===== config.mk =====
export PLATFORM = sky130hd
export DESIGN_NAME = id_stage
export DESIGN_NICKNAME = d
export VERILOG_FILES = /design/src/logic/rv_pkg.sv /design/src/logic/inst_decoder.sv /design/src/logic/operand_bypass.sv /design/src/logic/id_ex_reg.sv /design/src/logic/id_stage.sv
export SDC_FILE = /design/constraint.sdc
export NUM_CORES = 1
export LEC_CHECK = 0
export BUFFER_PORTS_ARGS = -buffer_cell sky130_fd_sc_hd__buf_2
export CAP_MARGIN = 25
export CORE_AREA = 5 5 227 229
export DETAILED_ROUTE_END_ITERATION = 12
export DIE_AREA = 0 0 232 234
export PLACE_DENSITY_LB_ADDON = 0.25
export SYNTH_ARGS = -nofsm -noshare
export SYNTH_HDL_FRONTEND = slang
export SYNTH_HIERARCHICAL = 1
export SYNTH_SLANG_ARGS = --single-unit

===== constraint.sdc =====
create_clock -name clk -period 11.8 [get_ports clk]
set_input_delay 0.59 -clock clk [delete_from_list [all_inputs] [get_ports clk]]
set_output_delay 0.59 -clock clk [all_outputs]
set_load 0.05 [all_outputs]

===== src/logic/rv_pkg.sv =====
// ~~~~~~~~~~~~~~~~~~~~~~~~~~~~~~~~~~~~~~~
// rv_pkg
// shared RV64 widths, field types, opcode
// constants and decoded operation codes
// ~~~~~~~~~~~~~~~~~~~~~~~~~~~~~~~~~~~~~~~
`default_nettype none

package rv_pkg;

  localparam int XLEN = 64;

  typedef logic [XLEN-1:0] data_t;
  typedef logic [31:0]     inst_t;
  typedef logic [4:0]      reg_addr_t;
  typedef logic [11:0]     imm12_t;
  typedef logic [2:0]      funct3_t;

  // opcode[6:2], opcode[1:0] must be 2'b11
  localparam logic [4:0] OPC_LOAD     = 5'b00000;
  localparam logic [4:0] OPC_STORE    = 5'b01000;
  localparam logic [4:0] OPC_BRANCH   = 5'b11000;
  localparam logic [4:0] OPC_OP       = 5'b01100;
  localparam logic [4:0] OPC_OP_IMM   = 5'b00100;
  localparam logic [4:0] OPC_OP_W     = 5'b01110;
  localparam logic [4:0] OPC_OP_IMM_W = 5'b00110;
  localparam logic [4:0] OPC_LUI      = 5'b01101;
  localparam logic [4:0] OPC_AUIPC    = 5'b00101;
  localparam logic [4:0] OPC_JAL      = 5'b11011;
  localparam logic [4:0] OPC_JALR     = 5'b11001;

  typedef enum logic [7:0] {
    OP_NONE = 8'd0,
    // register-register
    OP_ADD, OP_SUB, OP_SLL, OP_SLT, OP_SLTU,
    OP_XOR, OP_SRL, OP_SRA, OP_OR, OP_AND,
    // register-immediate
    OP_ADDI, OP_SLTI, OP_SLTIU, OP_XORI, OP_ORI,
    OP_ANDI, OP_SLLI, OP_SRLI, OP_SRAI,
    // 32-bit word forms
    OP_ADDW, OP_SUBW, OP_SLLW, OP_SRLW, OP_SRAW,
    OP_ADDIW, OP_SLLIW, OP_SRLIW, OP_SRAIW,
    // multiply and divide
    OP_MUL, OP_MULH, OP_MULHSU, OP_MULHU,
    OP_DIV, OP_DIVU, OP_REM, OP_REMU,
    OP_MULW, OP_DIVW, OP_DIVUW, OP_REMW, OP_REMUW,
    // branches
    OP_BEQ, OP_BNE, OP_BLT, OP_BGE, OP_BLTU, OP_BGEU,
    // memory
    OP_LB, OP_LH, OP_LW, OP_LD, OP_LBU, OP_LHU, OP_LWU,
    OP_SB, OP_SH, OP_SW, OP_SD,
    // upper immediates and jumps
    OP_LUI, OP_AUIPC, OP_JAL, OP_JALR
  } op_e;

endpackage

`default_nettype wire


===== src/logic/inst_decoder.sv =====
// ~~~~~~~~~~~~~~~~~~~~~~~~~~~~~~~~~~~~~~~
// inst_decoder
// RV64IM decode: operation, register use,
// operand alternates and memory fields
// ~~~~~~~~~~~~~~~~~~~~~~~~~~~~~~~~~~~~~~~
`timescale 1ns/1ns
`default_nettype none

module inst_decoder (
  input  wire logic              valid_i,
  input  wire rv_pkg::inst_t     inst_i,
  input  wire rv_pkg::data_t     pc_i,
  output rv_pkg::op_e            op_o,
  output logic                   rs1_re_o,
  output logic                   rs2_re_o,
  output rv_pkg::reg_addr_t      rs1_addr_o,
  output rv_pkg::reg_addr_t      rs2_addr_o,
  output rv_pkg::reg_addr_t      rd_addr_o,
  output logic                   rd_we_o,
  output rv_pkg::data_t          op1_alt_o,
  output rv_pkg::data_t          op2_alt_o,
  output rv_pkg::imm12_t         mem_off_o,
  output rv_pkg::funct3_t        mem_size_o
);

  logic [4:0]        opc;
  rv_pkg::funct3_t   funct3;
  logic              f7_m;
  logic              f7_alt;
  rv_pkg::reg_addr_t rs1;
  rv_pkg::reg_addr_t rs2;
  rv_pkg::reg_addr_t rd;
  logic [11:0]       i_imm;
  logic [11:0]       s_imm;
  logic [19:0]       u_imm;
  logic              legal;

  assign opc    = inst_i[6:2];
  assign rd     = inst_i[11:7];
  assign funct3 = inst_i[14:12];
  assign rs1    = inst_i[19:15];
  assign rs2    = inst_i[24:20];
  // funct7 bit 0 selects M ops, bit 5 sub/sra
  assign f7_m   = inst_i[25];
  assign f7_alt = inst_i[30];
  assign i_imm  = inst_i[31:20];
  assign s_imm  = {inst_i[31:25], inst_i[11:7]};
  assign u_imm  = inst_i[31:12];

  always_comb begin
    op_o = rv_pkg::OP_NONE;
    if (valid_i && inst_i[1:0] == 2'b11) begin
      case (opc)
        rv_pkg::OPC_LOAD: begin
          case (funct3)
            3'b000:  op_o = rv_pkg::OP_LB;
            3'b001:  op_o = rv_pkg::OP_LH;
            3'b010:  op_o = rv_pkg::OP_LW;
            3'b011:  op_o = rv_pkg::OP_LD;
            3'b100:  op_o = rv_pkg::OP_LBU;
            3'b101:  op_o = rv_pkg::OP_LHU;
            3'b110:  op_o = rv_pkg::OP_LWU;
            default: op_o = rv_pkg::OP_NONE;
          endcase
        end
        rv_pkg::OPC_STORE: begin
          case (funct3)
            3'b000:  op_o = rv_pkg::OP_SB;
            3'b001:  op_o = rv_pkg::OP_SH;
            3'b010:  op_o = rv_pkg::OP_SW;
            3'b011:  op_o = rv_pkg::OP_SD;
            default: op_o = rv_pkg::OP_NONE;
          endcase
        end
        rv_pkg::OPC_BRANCH: begin
          case (funct3)
            3'b000:  op_o = rv_pkg::OP_BEQ;
            3'b001:  op_o = rv_pkg::OP_BNE;
            3'b100:  op_o = rv_pkg::OP_BLT;
            3'b101:  op_o = rv_pkg::OP_BGE;
            3'b110:  op_o = rv_pkg::OP_BLTU;
            3'b111:  op_o = rv_pkg::OP_BGEU;
            default: op_o = rv_pkg::OP_NONE;
          endcase
        end
        rv_pkg::OPC_OP: begin
          case ({f7_alt, f7_m, funct3})
            5'b00_000: op_o = rv_pkg::OP_ADD;
            5'b00_001: op_o = rv_pkg::OP_SLL;
            5'b00_010: op_o = rv_pkg::OP_SLT;
            5'b00_011: op_o = rv_pkg::OP_SLTU;
            5'b00_100: op_o = rv_pkg::OP_XOR;
            5'b00_101: op_o = rv_pkg::OP_SRL;
            5'b00_110: op_o = rv_pkg::OP_OR;
            5'b00_111: op_o = rv_pkg::OP_AND;
            5'b10_000: op_o = rv_pkg::OP_SUB;
            5'b10_101: op_o = rv_pkg::OP_SRA;
            5'b01_000: op_o = rv_pkg::OP_MUL;
            5'b01_001: op_o = rv_pkg::OP_MULH;
            5'b01_010: op_o = rv_pkg::OP_MULHSU;
            5'b01_011: op_o = rv_pkg::OP_MULHU;
            5'b01_100: op_o = rv_pkg::OP_DIV;
            5'b01_101: op_o = rv_pkg::OP_DIVU;
            5'b01_110: op_o = rv_pkg::OP_REM;
            5'b01_111: op_o = rv_pkg::OP_REMU;
            default:   op_o = rv_pkg::OP_NONE;
          endcase
        end
        rv_pkg::OPC_OP_W: begin
          case ({f7_alt, f7_m, funct3})
            5'b00_000: op_o = rv_pkg::OP_ADDW;
            5'b00_001: op_o = rv_pkg::OP_SLLW;
            5'b00_101: op_o = rv_pkg::OP_SRLW;
            5'b10_000: op_o = rv_pkg::OP_SUBW;
            5'b10_101: op_o = rv_pkg::OP_SRAW;
            5'b01_000: op_o = rv_pkg::OP_MULW;
            5'b01_100: op_o = rv_pkg::OP_DIVW;
            5'b01_101: op_o = rv_pkg::OP_DIVUW;
            5'b01_110: op_o = rv_pkg::OP_REMW;
            5'b01_111: op_o = rv_pkg::OP_REMUW;
            default:   op_o = rv_pkg::OP_NONE;
          endcase
        end
        rv_pkg::OPC_OP_IMM: begin
          // bit 25 is shamt[5] here, so only bit 30 counts
          case (funct3)
            3'b000:  op_o = rv_pkg::OP_ADDI;
            3'b010:  op_o = rv_pkg::OP_SLTI;
            3'b011:  op_o = rv_pkg::OP_SLTIU;
            3'b100:  op_o = rv_pkg::OP_XORI;
            3'b110:  op_o = rv_pkg::OP_ORI;
            3'b111:  op_o = rv_pkg::OP_ANDI;
            3'b001:  op_o = f7_alt ? rv_pkg::OP_NONE : rv_pkg::OP_SLLI;
            default: op_o = f7_alt ? rv_pkg::OP_SRAI : rv_pkg::OP_SRLI;
          endcase
        end
        rv_pkg::OPC_OP_IMM_W: begin
          casez ({f7_alt, f7_m, funct3})
            5'b??_000: op_o = rv_pkg::OP_ADDIW;
            5'b00_001: op_o = rv_pkg::OP_SLLIW;
            5'b00_101: op_o = rv_pkg::OP_SRLIW;
            5'b10_101: op_o = rv_pkg::OP_SRAIW;
            default:   op_o = rv_pkg::OP_NONE;
          endcase
        end
        rv_pkg::OPC_LUI:   op_o = rv_pkg::OP_LUI;
        rv_pkg::OPC_AUIPC: op_o = rv_pkg::OP_AUIPC;
        rv_pkg::OPC_JAL:   op_o = rv_pkg::OP_JAL;
        rv_pkg::OPC_JALR:  op_o = (funct3 == 3'b000) ? rv_pkg::OP_JALR : rv_pkg::OP_NONE;
        default:           op_o = rv_pkg::OP_NONE;
      endcase
    end
  end

  // anything unrecognized stays OP_NONE and touches no register
  assign legal = (op_o != rv_pkg::OP_NONE);

  assign rs1_re_o = legal && !(opc == rv_pkg::OPC_LUI || opc == rv_pkg::OPC_AUIPC ||
                               opc == rv_pkg::OPC_JAL);
  assign rs2_re_o = legal && (opc == rv_pkg::OPC_OP || opc == rv_pkg::OPC_OP_W ||
                              opc == rv_pkg::OPC_BRANCH || opc == rv_pkg::OPC_STORE);
  assign rd_we_o  = legal && (rd != '0) &&
                    !(opc == rv_pkg::OPC_BRANCH || opc == rv_pkg::OPC_STORE);

  assign rs1_addr_o = rs1_re_o ? rs1 : '0;
  assign rs2_addr_o = rs2_re_o ? rs2 : '0;
  assign rd_addr_o  = rd_we_o ? rd : '0;

  assign op1_alt_o = (legal && (opc == rv_pkg::OPC_AUIPC || opc == rv_pkg::OPC_JAL)) ?
                     pc_i : '0;

  always_comb begin
    op2_alt_o = '0;
    if (legal) begin
      if (opc == rv_pkg::OPC_OP_IMM || opc == rv_pkg::OPC_OP_IMM_W) begin
        op2_alt_o = {{(rv_pkg::XLEN-12){i_imm[11]}}, i_imm};
      end else if (opc == rv_pkg::OPC_LUI || opc == rv_pkg::OPC_AUIPC) begin
        // raw U field, execute does the shift
        op2_alt_o = {{(rv_pkg::XLEN-20){u_imm[19]}}, u_imm};
      end else if (opc == rv_pkg::OPC_JAL || opc == rv_pkg::OPC_JALR) begin
        op2_alt_o = pc_i;
      end
    end
  end

  assign mem_off_o  = (legal && opc == rv_pkg::OPC_LOAD)  ? i_imm :
                      (legal && opc == rv_pkg::OPC_STORE) ? s_imm : '0;
  assign mem_size_o = (legal && (opc == rv_pkg::OPC_LOAD || opc == rv_pkg::OPC_STORE)) ?
                      funct3 : '0;

  always_comb begin
    assert final (!rd_we_o || rd_addr_o != '0)
      else $error("write enable raised for x0");
  end

endmodule

`default_nettype wire


===== src/logic/operand_bypass.sv =====
// ~~~~~~~~~~~~~~~~~~~~~~~~~~~~~~~~~~~~~~~
// operand_bypass
// operand forwarding from ex and mem,
// plus load-use stall detection
// ~~~~~~~~~~~~~~~~~~~~~~~~~~~~~~~~~~~~~~~
`timescale 1ns/1ns
`default_nettype none

module operand_bypass (
  input  wire logic              rs1_re_i,
  input  wire logic              rs2_re_i,
  input  wire rv_pkg::reg_addr_t rs1_addr_i,
  input  wire rv_pkg::reg_addr_t rs2_addr_i,
  input  wire rv_pkg::data_t     rs1_data_i,
  input  wire rv_pkg::data_t     rs2_data_i,
  input  wire rv_pkg::data_t     op1_alt_i,
  input  wire rv_pkg::data_t     op2_alt_i,
  input  wire logic              ex_rd_we_i,
  input  wire rv_pkg::reg_addr_t ex_rd_addr_i,
  input  wire rv_pkg::data_t     ex_rd_data_i,
  input  wire logic              ex_is_load_i,
  input  wire logic              mem_rd_we_i,
  input  wire rv_pkg::reg_addr_t mem_rd_addr_i,
  input  wire rv_pkg::data_t     mem_rd_data_i,
  output rv_pkg::data_t          op1_o,
  output rv_pkg::data_t          op2_o,
  output logic                   stall_o
);

  logic load_dep1;
  logic load_dep2;

  // youngest producer wins: ex, then mem, then regfile
  function automatic rv_pkg::data_t pick_operand(
    input logic              re,
    input rv_pkg::reg_addr_t addr,
    input rv_pkg::data_t     rf_data,
    input rv_pkg::data_t     alt
  );
    rv_pkg::data_t val;
    if (!re) begin
      val = alt;
    end else if (ex_rd_we_i && ex_rd_addr_i == addr) begin
      val = ex_rd_data_i;
    end else if (mem_rd_we_i && mem_rd_addr_i == addr) begin
      val = mem_rd_data_i;
    end else begin
      val = rf_data;
    end
    return val;
  endfunction

  always_comb begin
    op1_o = pick_operand(rs1_re_i, rs1_addr_i, rs1_data_i, op1_alt_i);
    op2_o = pick_operand(rs2_re_i, rs2_addr_i, rs2_data_i, op2_alt_i);
  end

  // load result not ready until mem, so ex forwarding is too early
  assign load_dep1 = ex_is_load_i && rs1_re_i && (rs1_addr_i == ex_rd_addr_i);
  assign load_dep2 = ex_is_load_i && rs2_re_i && (rs2_addr_i == ex_rd_addr_i);
  assign stall_o   = load_dep1 || load_dep2;

  always_comb begin
    assert final (!stall_o || rs1_re_i || rs2_re_i)
      else $error("stall without any register read");
  end

endmodule

`default_nettype wire


===== src/logic/id_ex_reg.sv =====
// ~~~~~~~~~~~~~~~~~~~~~~~~~~~~~~~~~~~~~~~
// id_ex_reg
// id/ex pipeline register, bubble on
// stall, invalid input or reset
// ~~~~~~~~~~~~~~~~~~~~~~~~~~~~~~~~~~~~~~~
`timescale 1ns/1ns
`default_nettype none

module id_ex_reg (
  input  wire logic              clk,
  input  wire logic              rst_i,
  input  wire logic              valid_i,
  input  wire logic              stall_i,
  input  wire rv_pkg::op_e       op_i,
  input  wire rv_pkg::data_t     op1_i,
  input  wire rv_pkg::data_t     op2_i,
  input  wire rv_pkg::data_t     pc_i,
  input  wire logic              rd_we_i,
  input  wire rv_pkg::reg_addr_t rd_addr_i,
  input  wire rv_pkg::imm12_t    mem_off_i,
  input  wire rv_pkg::funct3_t   mem_size_i,
  output logic                   ex_valid_o,
  output rv_pkg::op_e            ex_op_o,
  output rv_pkg::data_t          ex_op1_o,
  output rv_pkg::data_t          ex_op2_o,
  output rv_pkg::data_t          ex_pc_o,
  output logic                   ex_rd_we_o,
  output rv_pkg::reg_addr_t      ex_rd_addr_o,
  output rv_pkg::imm12_t         ex_mem_off_o,
  output rv_pkg::funct3_t        ex_mem_size_o
);

  always_ff @(posedge clk) begin
    if (rst_i || stall_i || !valid_i) begin
      // bubble, fetch holds the stalled word for redecode
      ex_valid_o    <= 1'b0;
      ex_op_o       <= rv_pkg::OP_NONE;
      ex_op1_o      <= '0;
      ex_op2_o      <= '0;
      ex_pc_o       <= '0;
      ex_rd_we_o    <= 1'b0;
      ex_rd_addr_o  <= '0;
      ex_mem_off_o  <= '0;
      ex_mem_size_o <= '0;
    end else begin
      ex_valid_o    <= 1'b1;
      ex_op_o       <= op_i;
      ex_op1_o      <= op1_i;
      ex_op2_o      <= op2_i;
      ex_pc_o       <= pc_i;
      ex_rd_we_o    <= rd_we_i;
      ex_rd_addr_o  <= rd_addr_i;
      ex_mem_off_o  <= mem_off_i;
      ex_mem_size_o <= mem_size_i;
    end
  end

  assert property (@(posedge clk) disable iff (rst_i) ex_rd_we_o |-> ex_valid_o)
    else $error("ex write enable on a bubble");

endmodule

`default_nettype wire


===== src/logic/id_stage.sv =====
// ~~~~~~~~~~~~~~~~~~~~~~~~~~~~~~~~~~~~~~~
// id_stage
// decode stage: decoder, operand bypass
// and the registered hand-off to execute
// ~~~~~~~~~~~~~~~~~~~~~~~~~~~~~~~~~~~~~~~
`timescale 1ns/1ns
`default_nettype none

module id_stage (
  input  wire logic              clk,
  input  wire logic              rst_i,
  // fetch
  input  wire logic              valid_i,
  input  wire rv_pkg::inst_t     inst_i,
  input  wire rv_pkg::data_t     pc_i,
  // register file
  output rv_pkg::reg_addr_t      rs1_addr_o,
  output rv_pkg::reg_addr_t      rs2_addr_o,
  input  wire rv_pkg::data_t     rs1_data_i,
  input  wire rv_pkg::data_t     rs2_data_i,
  // forwarding
  input  wire logic              ex_rd_we_i,
  input  wire rv_pkg::reg_addr_t ex_rd_addr_i,
  input  wire rv_pkg::data_t     ex_rd_data_i,
  input  wire logic              ex_is_load_i,
  input  wire logic              mem_rd_we_i,
  input  wire rv_pkg::reg_addr_t mem_rd_addr_i,
  input  wire rv_pkg::data_t     mem_rd_data_i,
  output logic                   stall_o,
  // to execute
  output logic                   ex_valid_o,
  output rv_pkg::op_e            ex_op_o,
  output rv_pkg::data_t          ex_op1_o,
  output rv_pkg::data_t          ex_op2_o,
  output rv_pkg::data_t          ex_pc_o,
  output logic                   ex_rd_we_o,
  output rv_pkg::reg_addr_t      ex_rd_addr_o,
  output rv_pkg::imm12_t         ex_mem_off_o,
  output rv_pkg::funct3_t        ex_mem_size_o
);

  rv_pkg::op_e       dec_op;
  logic              rs1_re;
  logic              rs2_re;
  rv_pkg::reg_addr_t rd_addr;
  logic              rd_we;
  rv_pkg::data_t     op1_alt;
  rv_pkg::data_t     op2_alt;
  rv_pkg::imm12_t    mem_off;
  rv_pkg::funct3_t   mem_size;
  rv_pkg::data_t     op1;
  rv_pkg::data_t     op2;

  inst_decoder u_decoder (
    .valid_i    (valid_i),
    .inst_i     (inst_i),
    .pc_i       (pc_i),
    .op_o       (dec_op),
    .rs1_re_o   (rs1_re),
    .rs2_re_o   (rs2_re),
    .rs1_addr_o (rs1_addr_o),
    .rs2_addr_o (rs2_addr_o),
    .rd_addr_o  (rd_addr),
    .rd_we_o    (rd_we),
    .op1_alt_o  (op1_alt),
    .op2_alt_o  (op2_alt),
    .mem_off_o  (mem_off),
    .mem_size_o (mem_size)
  );

  operand_bypass u_bypass (
    .rs1_re_i      (rs1_re),
    .rs2_re_i      (rs2_re),
    .rs1_addr_i    (rs1_addr_o),
    .rs2_addr_i    (rs2_addr_o),
    .rs1_data_i    (rs1_data_i),
    .rs2_data_i    (rs2_data_i),
    .op1_alt_i     (op1_alt),
    .op2_alt_i     (op2_alt),
    .ex_rd_we_i    (ex_rd_we_i),
    .ex_rd_addr_i  (ex_rd_addr_i),
    .ex_rd_data_i  (ex_rd_data_i),
    .ex_is_load_i  (ex_is_load_i),
    .mem_rd_we_i   (mem_rd_we_i),
    .mem_rd_addr_i (mem_rd_addr_i),
    .mem_rd_data_i (mem_rd_data_i),
    .op1_o         (op1),
    .op2_o         (op2),
    .stall_o       (stall_o)
  );

  id_ex_reg u_id_ex (
    .clk           (clk),
    .rst_i         (rst_i),
    .valid_i       (valid_i),
    .stall_i       (stall_o),
    .op_i          (dec_op),
    .op1_i         (op1),
    .op2_i         (op2),
    .pc_i          (pc_i),
    .rd_we_i       (rd_we),
    .rd_addr_i     (rd_addr),
    .mem_off_i     (mem_off),
    .mem_size_i    (mem_size),
    .ex_valid_o    (ex_valid_o),
    .ex_op_o       (ex_op_o),
    .ex_op1_o      (ex_op1_o),
    .ex_op2_o      (ex_op2_o),
    .ex_pc_o       (ex_pc_o),
    .ex_rd_we_o    (ex_rd_we_o),
    .ex_rd_addr_o  (ex_rd_addr_o),
    .ex_mem_off_o  (ex_mem_off_o),
    .ex_mem_size_o (ex_mem_size_o)
  );

endmodule

`default_nettype wire


Yosys cells after proc, flatten, opt, wreduce, memory -nomap -nowiden

Memory sizes are Yosys's and may differ from the RTL's.
Cells that the tools add are included.

Eq/ne operators: 27
Muxes and demuxes: 26
Bitwise logic cells: 2
Reductions and logical operators: 39

Operators with widths:

| operator           | count |
|---|---|
| $mux 64            | 11 |
| $pmux 8 s11        | 1 |
| $pmux 8 s7         | 1 |
| $pmux 6 s7         | 1 |
| $pmux 6 s6         | 1 |
| $eq 5x5->1         | 6 |
| $mux 12            | 2 |
| $pmux 6 s4         | 1 |
| $eq 5x3->1 const B | 4 |
| $eq 5x4->1 const B | 4 |
| $eq 5x5->1 const B | 4 |
| $pmux 5 s4         | 1 |
| $logic_and 1x1->1  | 17 |
| $mux 5             | 3 |
| $logic_or 1x1->1   | 13 |
| $eq 3x3->1 const B | 4 |
| $mux 8             | 1 |
| $reduce_bool 8->1  | 1 |
| $eq 3x2->1 const B | 2 |
| $mux 6             | 1 |
| $eq 5x1->1 const B | 1 |
| $logic_not 5->1    | 1 |
| $reduce_bool 5->1  | 1 |
| $reduce_or 2->1    | 2 |
| other kinds (6)    | 10 |

Register bits: 222
ROM bits: 384
Bits of input ports: 368
Output and inout bits: 233
Logic and storage cells: 105
Memories kept: 2

Memory list:

| name            | depth | bits a word | rd ports | clocked after memory_dff | write ports | RTL line            | text |
|---|---|---|---|---|---|---|---|
| (no name shown) | 32    | 6           | 1        | 0                        | 0           | inst_decoder.sv:87  | `case ({f7_alt, f7_m, funct3})` |
| (no name shown) | 32    | 6           | 1        | 0                        | 0           | inst_decoder.sv:110 | `case ({f7_alt, f7_m, funct3})` |

Depth between registers and ports, before layout

Gate-level depths: netlist of run 1.

Word-level depth: 13
Mapped depth: 21
Gate-level depth less buffers: 15

Cells and area by module

Netlist of run 1, hierarchy kept.

By module, submodules not included:

| module         | times used | cells each | area an instance (µm²) | sequential area each (µm²) |
|---|---|---|---|---|
| id_ex_reg      | 1          | 516        | 7606.0                 | 4444.3 |
| operand_bypass | 1          | 631        | 4330.4                 | 0.0 |
| inst_decoder   | 1          | 545        | 3545.9                 | 0.0 |

Worst setup path before layout of run 1

Ideal clock, no wire load.

Path type: input -> register
Start: input port inst_i[12]
End: register u_id_ex.ex_op1_o[3]
Setup time: 0.117 ns
Arrival: 5.466 ns
Required time: 11.683 ns
Slack: 6.216 ns
Cell stages on the path: 21
Path buffers: 6
Cells stage by stage: clkbuf_1 -> inv_1 -> ha_1 -> or4_1 -> a31oi_1 -> a22oi_1 -> a41oi_2 -> nor2_1 -> and4_1 -> buf_6 -> buf_2 -> nor2_1 -> xor2_1 -> nor3_1 -> nand3_1 -> buf_2 -> o22ai_1 -> and2_1 -> buf_2 -> buf_2 -> and4bb_2

Longest elaborated chain between the ends: 12
Elaborated cells between the ends (all ways): 44
Those cells by class: eq/ne (14); mux (14); reduce/logical (14); memory (2)

RTL lines:

| item                                                                 | RTL line             | text |
|---|---|---|
| from (decl)                                                          | id_stage.sv:14       | `input wire rv_pkg::inst_t inst_i,` |
| parallel branches: the longest is 2 deep, another holds $mem_v2 32x6 | -                    |  |
| $pmux 8 s11 *                                                        | inst_decoder.sv:53   | `case (opc)` |
| $mux 8 *                                                             | inst_decoder.sv:52   | `if (valid_i && inst_i[1:0] == 2'b11) begin` |
| net dec_op[4]                                                        | id_stage.sv:42       | `rv_pkg::op_e dec_op;` |
| $reduce_bool 8->1 *                                                  | inst_decoder.sv:156  | `assign legal = (op_o != rv_pkg::OP_NONE);` |
| $logic_and 1x1->1 *                                                  | inst_decoder.sv:160  | `assign rs2_re_o = legal && (opc == rv_pkg::OPC_OP \|\| opc == rv_pkg::OPC_OP_W \|\|` |
| $mux 5 *                                                             | inst_decoder.sv:166  | `assign rs2_addr_o = rs2_re_o ? rs2 : '0;` |
| net rs2_addr_o[3]                                                    | id_stage.sv:18       | `output rv_pkg::reg_addr_t rs2_addr_o,` |
| $eq 5x5->1 *                                                         | operand_bypass.sv:60 | `assign load_dep2 = ex_is_load_i && rs2_re_i && (rs2_addr_i == ex_rd_addr_i);` |
| $logic_and 1x1->1 *                                                  | operand_bypass.sv:60 |  |
| $logic_or 1x1->1 *                                                   | operand_bypass.sv:61 | `assign stall_o = load_dep1 \|\| load_dep2;` |
| net stall_o                                                          | id_stage.sv:29       | `output logic stall_o,` |
| $logic_or 1x1->1 * (2 in a row)                                      | id_ex_reg.sv:34      | `if (rst_i \|\| stall_i \|\| !valid_i) begin` |
| to (signal assigned)                                                 | id_ex_reg.sv:48      | `ex_op1_o <= op1_i;` |
| to (decl)                                                            | id_ex_reg.sv:24      | `output rv_pkg::data_t ex_op1_o,` |

Mark *: on every way through the listed nets, which the timed path passes.
A chain may end at the register's enable or synchronous reset.

Worst setup path in the final report of run 1

Start: input port inst_i[12]
End: register u_id_ex.ex_op1_o[32]

Longest elaborated chain between the ends: 12
Elaborated cells between the ends (all ways): 44
Those cells by class: eq/ne (14); mux (14); reduce/logical (14); memory (2)

RTL lines:

| item                                                                 | RTL line |
|---|---|
| parallel branches: the longest is 2 deep, another holds $mem_v2 32x6 | - |
| $pmux 8 s11 *                                                        | inst_decoder.sv:53 |
| $mux 8 *                                                             | inst_decoder.sv:52 |
| net dec_op[4]                                                        | id_stage.sv:42 |
| $reduce_bool 8->1 *                                                  | inst_decoder.sv:156 |
| $logic_and 1x1->1 (on tied branches)                                 | inst_decoder.sv:158, inst_decoder.sv:160 |
| $mux 5 (on tied branches)                                            | inst_decoder.sv:165, inst_decoder.sv:166 |
| $eq 5x5->1 (on tied branches)                                        | - |
| $logic_and 1x1->1 (on tied branches)                                 | operand_bypass.sv:45, operand_bypass.sv:59, operand_bypass.sv:60 |
| $mux 64 or $logic_or 1x1->1 (tied branches)                          | operand_bypass.sv:45, operand_bypass.sv:61 |
| $mux 64 or $logic_or 1x1->1 (tied branches)                          | operand_bypass.sv:43, id_ex_reg.sv:34 |
| $mux 64 or $logic_or 1x1->1 (tied branches)                          | operand_bypass.sv:41, id_ex_reg.sv:34 |

Marks and branches as above.

==> results of run 1 <==
[layout make-up]
type	count	area, um2	area share [%]
multi-input combinational	1241	9718	50.41
sequential	222	4444	23.05
timing repair buffer	623	3221	16.71
tap	672	840.8	4.362
clock buffer	38	799.5	4.147
clock inverter	13	175.2	0.9087
inverter	16	61.31	0.3180
antenna	7	17.52	0.09087
[report_power, final]
group / internal (mW) / switching [mW]
clock: 0.560 / 0.357
combinational: 0.115 / 0.226
sequential: 0.763 / 0.00386
[cells in the final DEF (no fill, tap or decap), drive strengths merged, types with 8 or more instances in the layout]
master  instances
clkbuf         38
xnor2           8
nor2          125
ha              8
mux2i         131
clkinv         10
or3           131
nor3           12
nor4bb         16
xor2           14
and4bb        205
o22ai         131
inv            14
nand2         147
o21ai          10
nor2b           9
a21oi         189
buf           623
a222oi         11
dfxtp         222
a22oi          17
[metrics by stage]
| step | total power [mW] | cell area [um2] | hold slack [ns] | utilization [%] |
|---|---|---|---|---|
| global route | 2.098 | 19270 | 0.2819 | 38.97 |
| detailed placement | 1.119 | 18240 | 0.8861 | 36.89 |
| floorplan | 0.9809 | 15490 | 0.7458 | - |
| CTS | 2.040 | 19220 | 0.2739 | 38.86 |
| finish | 2.023 | 19280 | 0.3062 | 38.98 |
| global placement | 1.117 | 18220 | 0.8837 | 36.83 |
[sequential cells by signal (all words and copies together), names as in the netlist]
register,flops
u_id_ex/ex_mem_off_o,12
u_id_ex/ex_mem_size_o,3
u_id_ex/ex_op_o,8
u_id_ex/ex_op2_o,64
u_id_ex/ex_valid_o,1
u_id_ex/ex_pc_o,64
u_id_ex/ex_op1_o,64
u_id_ex/ex_rd_we_o,1
u_id_ex/ex_rd_addr_o,5
[cells by family after synthesis]
family / share of synthesized area [%]
fa+ha+maj: 0.6465
xor+xnor: 1.245
compound gates: 15.44
mux: 8.542
other cells: 0.02422
flops: 28.71
buf+inv: 9.213
simple gates: 36.18
[layer usage]
layer	vias up	GRT usage [%]	wire [um]
met3	113	5.061	5427
met1	7699	30.97	29090
li1	7204	-	-
met2	722	42.14	34480
met4	12	6.739	2113
met5	-	0	69
[final timing paths]
path / cells after the start / endpoint / slack, ns
max: 18 / u_id_ex/ex_op1_o[32] / 5.18
min: 2 / u_id_ex/ex_pc_o[11] / 0.31
==> metrics.txt, run 1 <==
pin count of the biggest net entering global routing=139; Finish-stage setup viols=0; setup slack after layout=5.179 ns; Setup Fix Bufs, Post-CTS=0; layout cells sized above 1=42.03%; routed wire length=71.17 mm; RSZ-0062 raised after global routing=no; Placed Cells=2771; crit path from=inst_i[12]; H-tree levels=1; max-capacitance violation count=0; Max stage delay cell, worst path=buf_4; DR iter-0 viols=1459; outcome=complete, no violations; Crit Path Max Fanout=92; 1st-pass router iterations=8; register area share after synthesis=28.71%; clk sink count=approximately 220; Area Growth Syn to Fin=24.51%; Buf/Inv on CP=4; Worst Path Class, Setup=input pin to register; initial antenna violation count=12; VDD IR max=0.0001046 V; Fillers=5105; setup TNS=0 ns; maximum buffer depth of the clock tree=3; post-synthesis cell type count=71; crit end category=register; PwrDens=105.0 nW/um2; CP arrival=7.06 ns; CP max stage delay=0.73 ns; Synth top cells by count=222 x dfxtp_1, 189 x a21oi_1, 147 x nand2_1; FP Rows=82; number of synthesized flops with an enable pin=0; fin nets=approximately 2500; Hold WC Path Type=input pin to register; routed len/inst=25.13 um; number of I/O port buffers=600; synthesized cell area=15480 um2; hpwl dp=between 50 and 60 mm; syn_area_per_cell=9.150 um2; via count=15750; Primary FF master, synth=dfxtp_1; worst-path cell chain=buf_2, inv_1, ha_1, or4_1, a22o_1, a21oi_1, a41oi_2, nor2_1, and4_4, nor2_1, xor2_1, nor3_1, nand3_4, o22ai_1, and2_4, buf_4, buf_4, and4bb_2; Yosys top cell by area=dfxtp_1; CP startpoint kind=input pin; Die Y=234 um; initial core utilization=31.31%; startpoint of the worst hold path=pc_i[11]; Layout Cells excl Fill=2832; endpoints failing hold=0; vias per cell=5.561; number of synthesized register bits=roughly 220; vias in the first global route=roughly 16000; CTS tree=done; top-count cell post-synth=dfxtp_1; Clock Tree Root=clkbuf_16; Core Region=49450 um2; Syn Inst Count=around 1700; minimum setup slack after placement=between 4 and 5 ns; final slew viol count=0; synth warn=6; CTS resizes=0; Worst EP required=12.24 ns; gpl congestion=0.9051; delay-heaviest family, CP=simple AND/OR/NAND/NOR gates; drc violations=0; Worst-Margin Slew=1.068 ns; CTS Hold Bufs=0; Synth area leaders=dfxtp_1 29%, and4bb_2 9.2%, mux2i_1 8.5%; first-pass GRT wire length=103.5 mm; worst relative slew slack=28.82%; Tcrit/Tclk final=56.11%; Worst-path clk slew=0.06 ns; Max Fclk=151.0 MHz; Async S/R FF share, synth=0%; DIE WIDTH=232 um; Synth top area share=28.71%; Total Routing Usage GR=between 20% and 30%; LEAKAGE=7.679 nW; I/O Pins=601; total grt overflow=0; ANT nets after route=0; Tmin final=6.621 ns; die area=54290 um2; TritonCTS Buffers=29
(Power assumes the default switching activity.)
==> run 2, diff against run 1 <==
--- a/config.mk
+++ b/config.mk
@@ -7,9 +7,9 @@
 export LEC_CHECK = 0
 export BUFFER_PORTS_ARGS = -buffer_cell sky130_fd_sc_hd__buf_2
 export CAP_MARGIN = 25
-export CORE_AREA = 5 5 227 229
+export CORE_AREA = 5 5 228 230
 export DETAILED_ROUTE_END_ITERATION = 12
-export DIE_AREA = 0 0 232 234
+export DIE_AREA = 0 0 233 235
 export PLACE_DENSITY_LB_ADDON = 0.25
 export SYNTH_ARGS = -nofsm -noshare
 export SYNTH_HDL_FRONTEND = slang
==> constraint.sdc (replaced) <==
create_clock -name clk -period 6 [get_ports clk]
set_input_delay 0.3 -clock clk [delete_from_list [all_inputs] [get_ports clk]]
set_output_delay 0.3 -clock clk [all_outputs]
set_load 0.05 [all_outputs]
==> run 2 against run 1 <==
Net effect:
- sequential cell count is the same
- critical path depth down 2
- count of clock-buffer cells in the layout decreased by 3
- utilization grew 0.40 points
- routed wire length rose by 2.8%
- sequential share of layout area decreased by 0.33 points
- sequential power grew 97%
- worst hold slack lost 0.28 ns
- first-iteration DRC count rose by 2.9%
- die area grew 0.86%
- cell count rose by 0.78%
==> metrics.txt, run 2 (synthesized netlist as in run 1, its figures left out) <==
Max Fclk=192.1 MHz; clk sink count=222 (unchanged); worst relative slew slack=28.66% (-0.17 points); 1st-pass router iterations=6 (-2); CP arrival=4.91 ns (-2.15 ns); outcome=complete, no violations; total grt overflow=0 (unchanged); GRT busiest layer=met2; drc violations=0 (unchanged); Tcrit/Tclk final=86.77%; CTS Hold Bufs=7 (+7); Die Y=235 um (+0.43%); vias in the first global route=15984 (+3.0%); Crit Path Max Fanout=30 (-67%); Max stage delay cell, worst path=or4_1; Top Registers=u_id_ex/ex_op1_o x64, u_id_ex/ex_op2_o x64, u_id_ex/ex_pc_o x64; Worst-path clk slew=0.05 ns (about the same); setup TNS=0 ns (unchanged); placed inst area=18490 um2 (+1.4%); hpwl dp=52.91 mm (+4.7%); CTS tree=done; initial antenna violation count=16 (+4); LEAKAGE=7.796 nW (+1.5%); most common cell after layout, fill and taps aside=buf_2; Tmin final=5.206 ns; final slew viol count=0 (unchanged); routed wire length=73.17 mm (+2.8%); TritonCTS Buffers=28 (-3.4%); endpoints failing hold=0 (unchanged); DR iter-0 viols=1502 (+2.9%); CP startpoint kind=input pin; layout cells sized above 1=42.34% (+0.30 points); first-pass GRT wire length=107.4 mm (+3.8%); Core Region=49660 um2 (+0.41%); VDD IR max=0.0002356 V (+130%); H-tree levels=1 (unchanged); worst-path cell chain=buf_2, inv_1, ha_1, or4_1, a22o_1, a21oi_1, a41oi_2, nor2_1, and4_4, nor2_1, xor2_1, nor3_1, nand3_4, o22ai_1, and2_4, buf_2; Area Growth Syn to Fin=26.30%; commonest non-fill, non-tap cells in the layout=598 x buf_2, 222 x dfxtp_1, 189 x a21oi_1; Worst EP required=5.70 ns (-6.54 ns); Worst Path Class, Setup=input pin to output pin; M2 GR Usage=41.77% (-0.37 points); PwrDens=205.0 nW/um2 (+95%); post-route cell area=19550 um2 (+1.4%); CP max stage delay=0.69 ns (-0.04 ns); number of I/O port buffers=600 (unchanged); via count=15934 (+1.2%); crit end category=output pin; DIE WIDTH=233 um (+0.43%); max-capacitance violation count=0 (unchanged); die area=54760 um2 (+0.86%); ANT nets after route=0 (unchanged); CTS resizes=0 (unchanged); pin count of the biggest net entering global routing=125 (-10%); I/O Pins=601 (unchanged); maximum buffer depth of the clock tree=3 (unchanged); initial core utilization=31.18% (-0.13 points); gpl congestion=0.9149 (+1.1%); Setup Fix Bufs, Post-CTS=0 (unchanged); fin nets=2532 (+0.92%); vias per cell=5.583 (+0.39%); RSZ-0062 raised after global routing=no; GR Util met3=3.948% (-1.1 points); grt met1 use=33.41% (+2.4 points); Hold WC Path Type=input pin to register; Clock Tree Root=clkbuf_16; routed len/inst=25.64 um (+2.0%); FP Rows=82 (unchanged); Total Routing Usage GR=25.06% (+0.68 points); Finish-stage setup viols=0 (unchanged); Worst-Margin Slew=1.070 ns (+0.002487 ns)
==> run 2: cell count changes in the layout (fill, tap and decap cells not counted), moves of 2 or more <==
cell / change
dlygate4sd3_1: +7
clkbuf_1: -2
diode_2: +2
buf_12: +7
buf_4: +11
clkinv_4: -2
==> run 2: worst max-delay path: cells and delay by family <==
kind            cells  cell delay (ns)
xor+xnor            1             0.19
compound gates      4             0.85
fa+ha+maj           1             0.32
simple gates        7             2.46
buf+inv             3             0.75
==> run 2: area by class of cell <==
class / instances / area [um2]
fill: 5085 / 30100
multi-input combinational: 1241 / 9718
sequential: 222 / 4444
timing repair buffer: 647 / 3498
tap: 672 / 840.8
clock buffer: 35 / 778.2
clock inverter: 12 / 190.2
inverter: 16 / 61.31
antenna: 9 / 22.52
==> run 2: path summary, 6_finish.rpt <==
path                            endpoint  depth (start not counted)  slack [ns]  startpoint
worst max-delay path             stall_o                         16        0.79  inst_i[12]
worst min-delay path  u_id_ex/ex_pc_o[8]                          2        0.03     pc_i[8]
==> run 2: metal layers <==
layer,routed length (um),share of wire (%)
met5,59,0.081
met4,2354,3.2
met3,5571,7.6
met2,34370,47
met1,30810,42
==> run 2: metrics by stage <==
step / worst slack, ns / util (%) / hold WS, ns / instances / power (mW)
finish: 0.7937 / 39.38 / 0.03053 / 2854 / 4.009
detailed placement: 0.6990 / 37.24 / 0.5952 / 2791 / 2.208
floorplan: 0.7062 / - / 0.4558 / 1693 / 1.929
CTS: 0.7713 / 39.33 / 0.0004109 / 2845 / 4.042
global route: 0.5162 / 39.37 / 0.01258 / 2853 / 4.154
global placement: 0.8234 / 37.24 / 0.5929 / 2791 / 2.209
==> run 2: power by group <==
group	switching, mW	internal (mW)	leakage [nW]
Combinational	0.449	0.232	5.52
Sequential	0.00714	1.50	1.80
Clock	0.701	1.12	0.473
Total	1.16	2.85	7.80
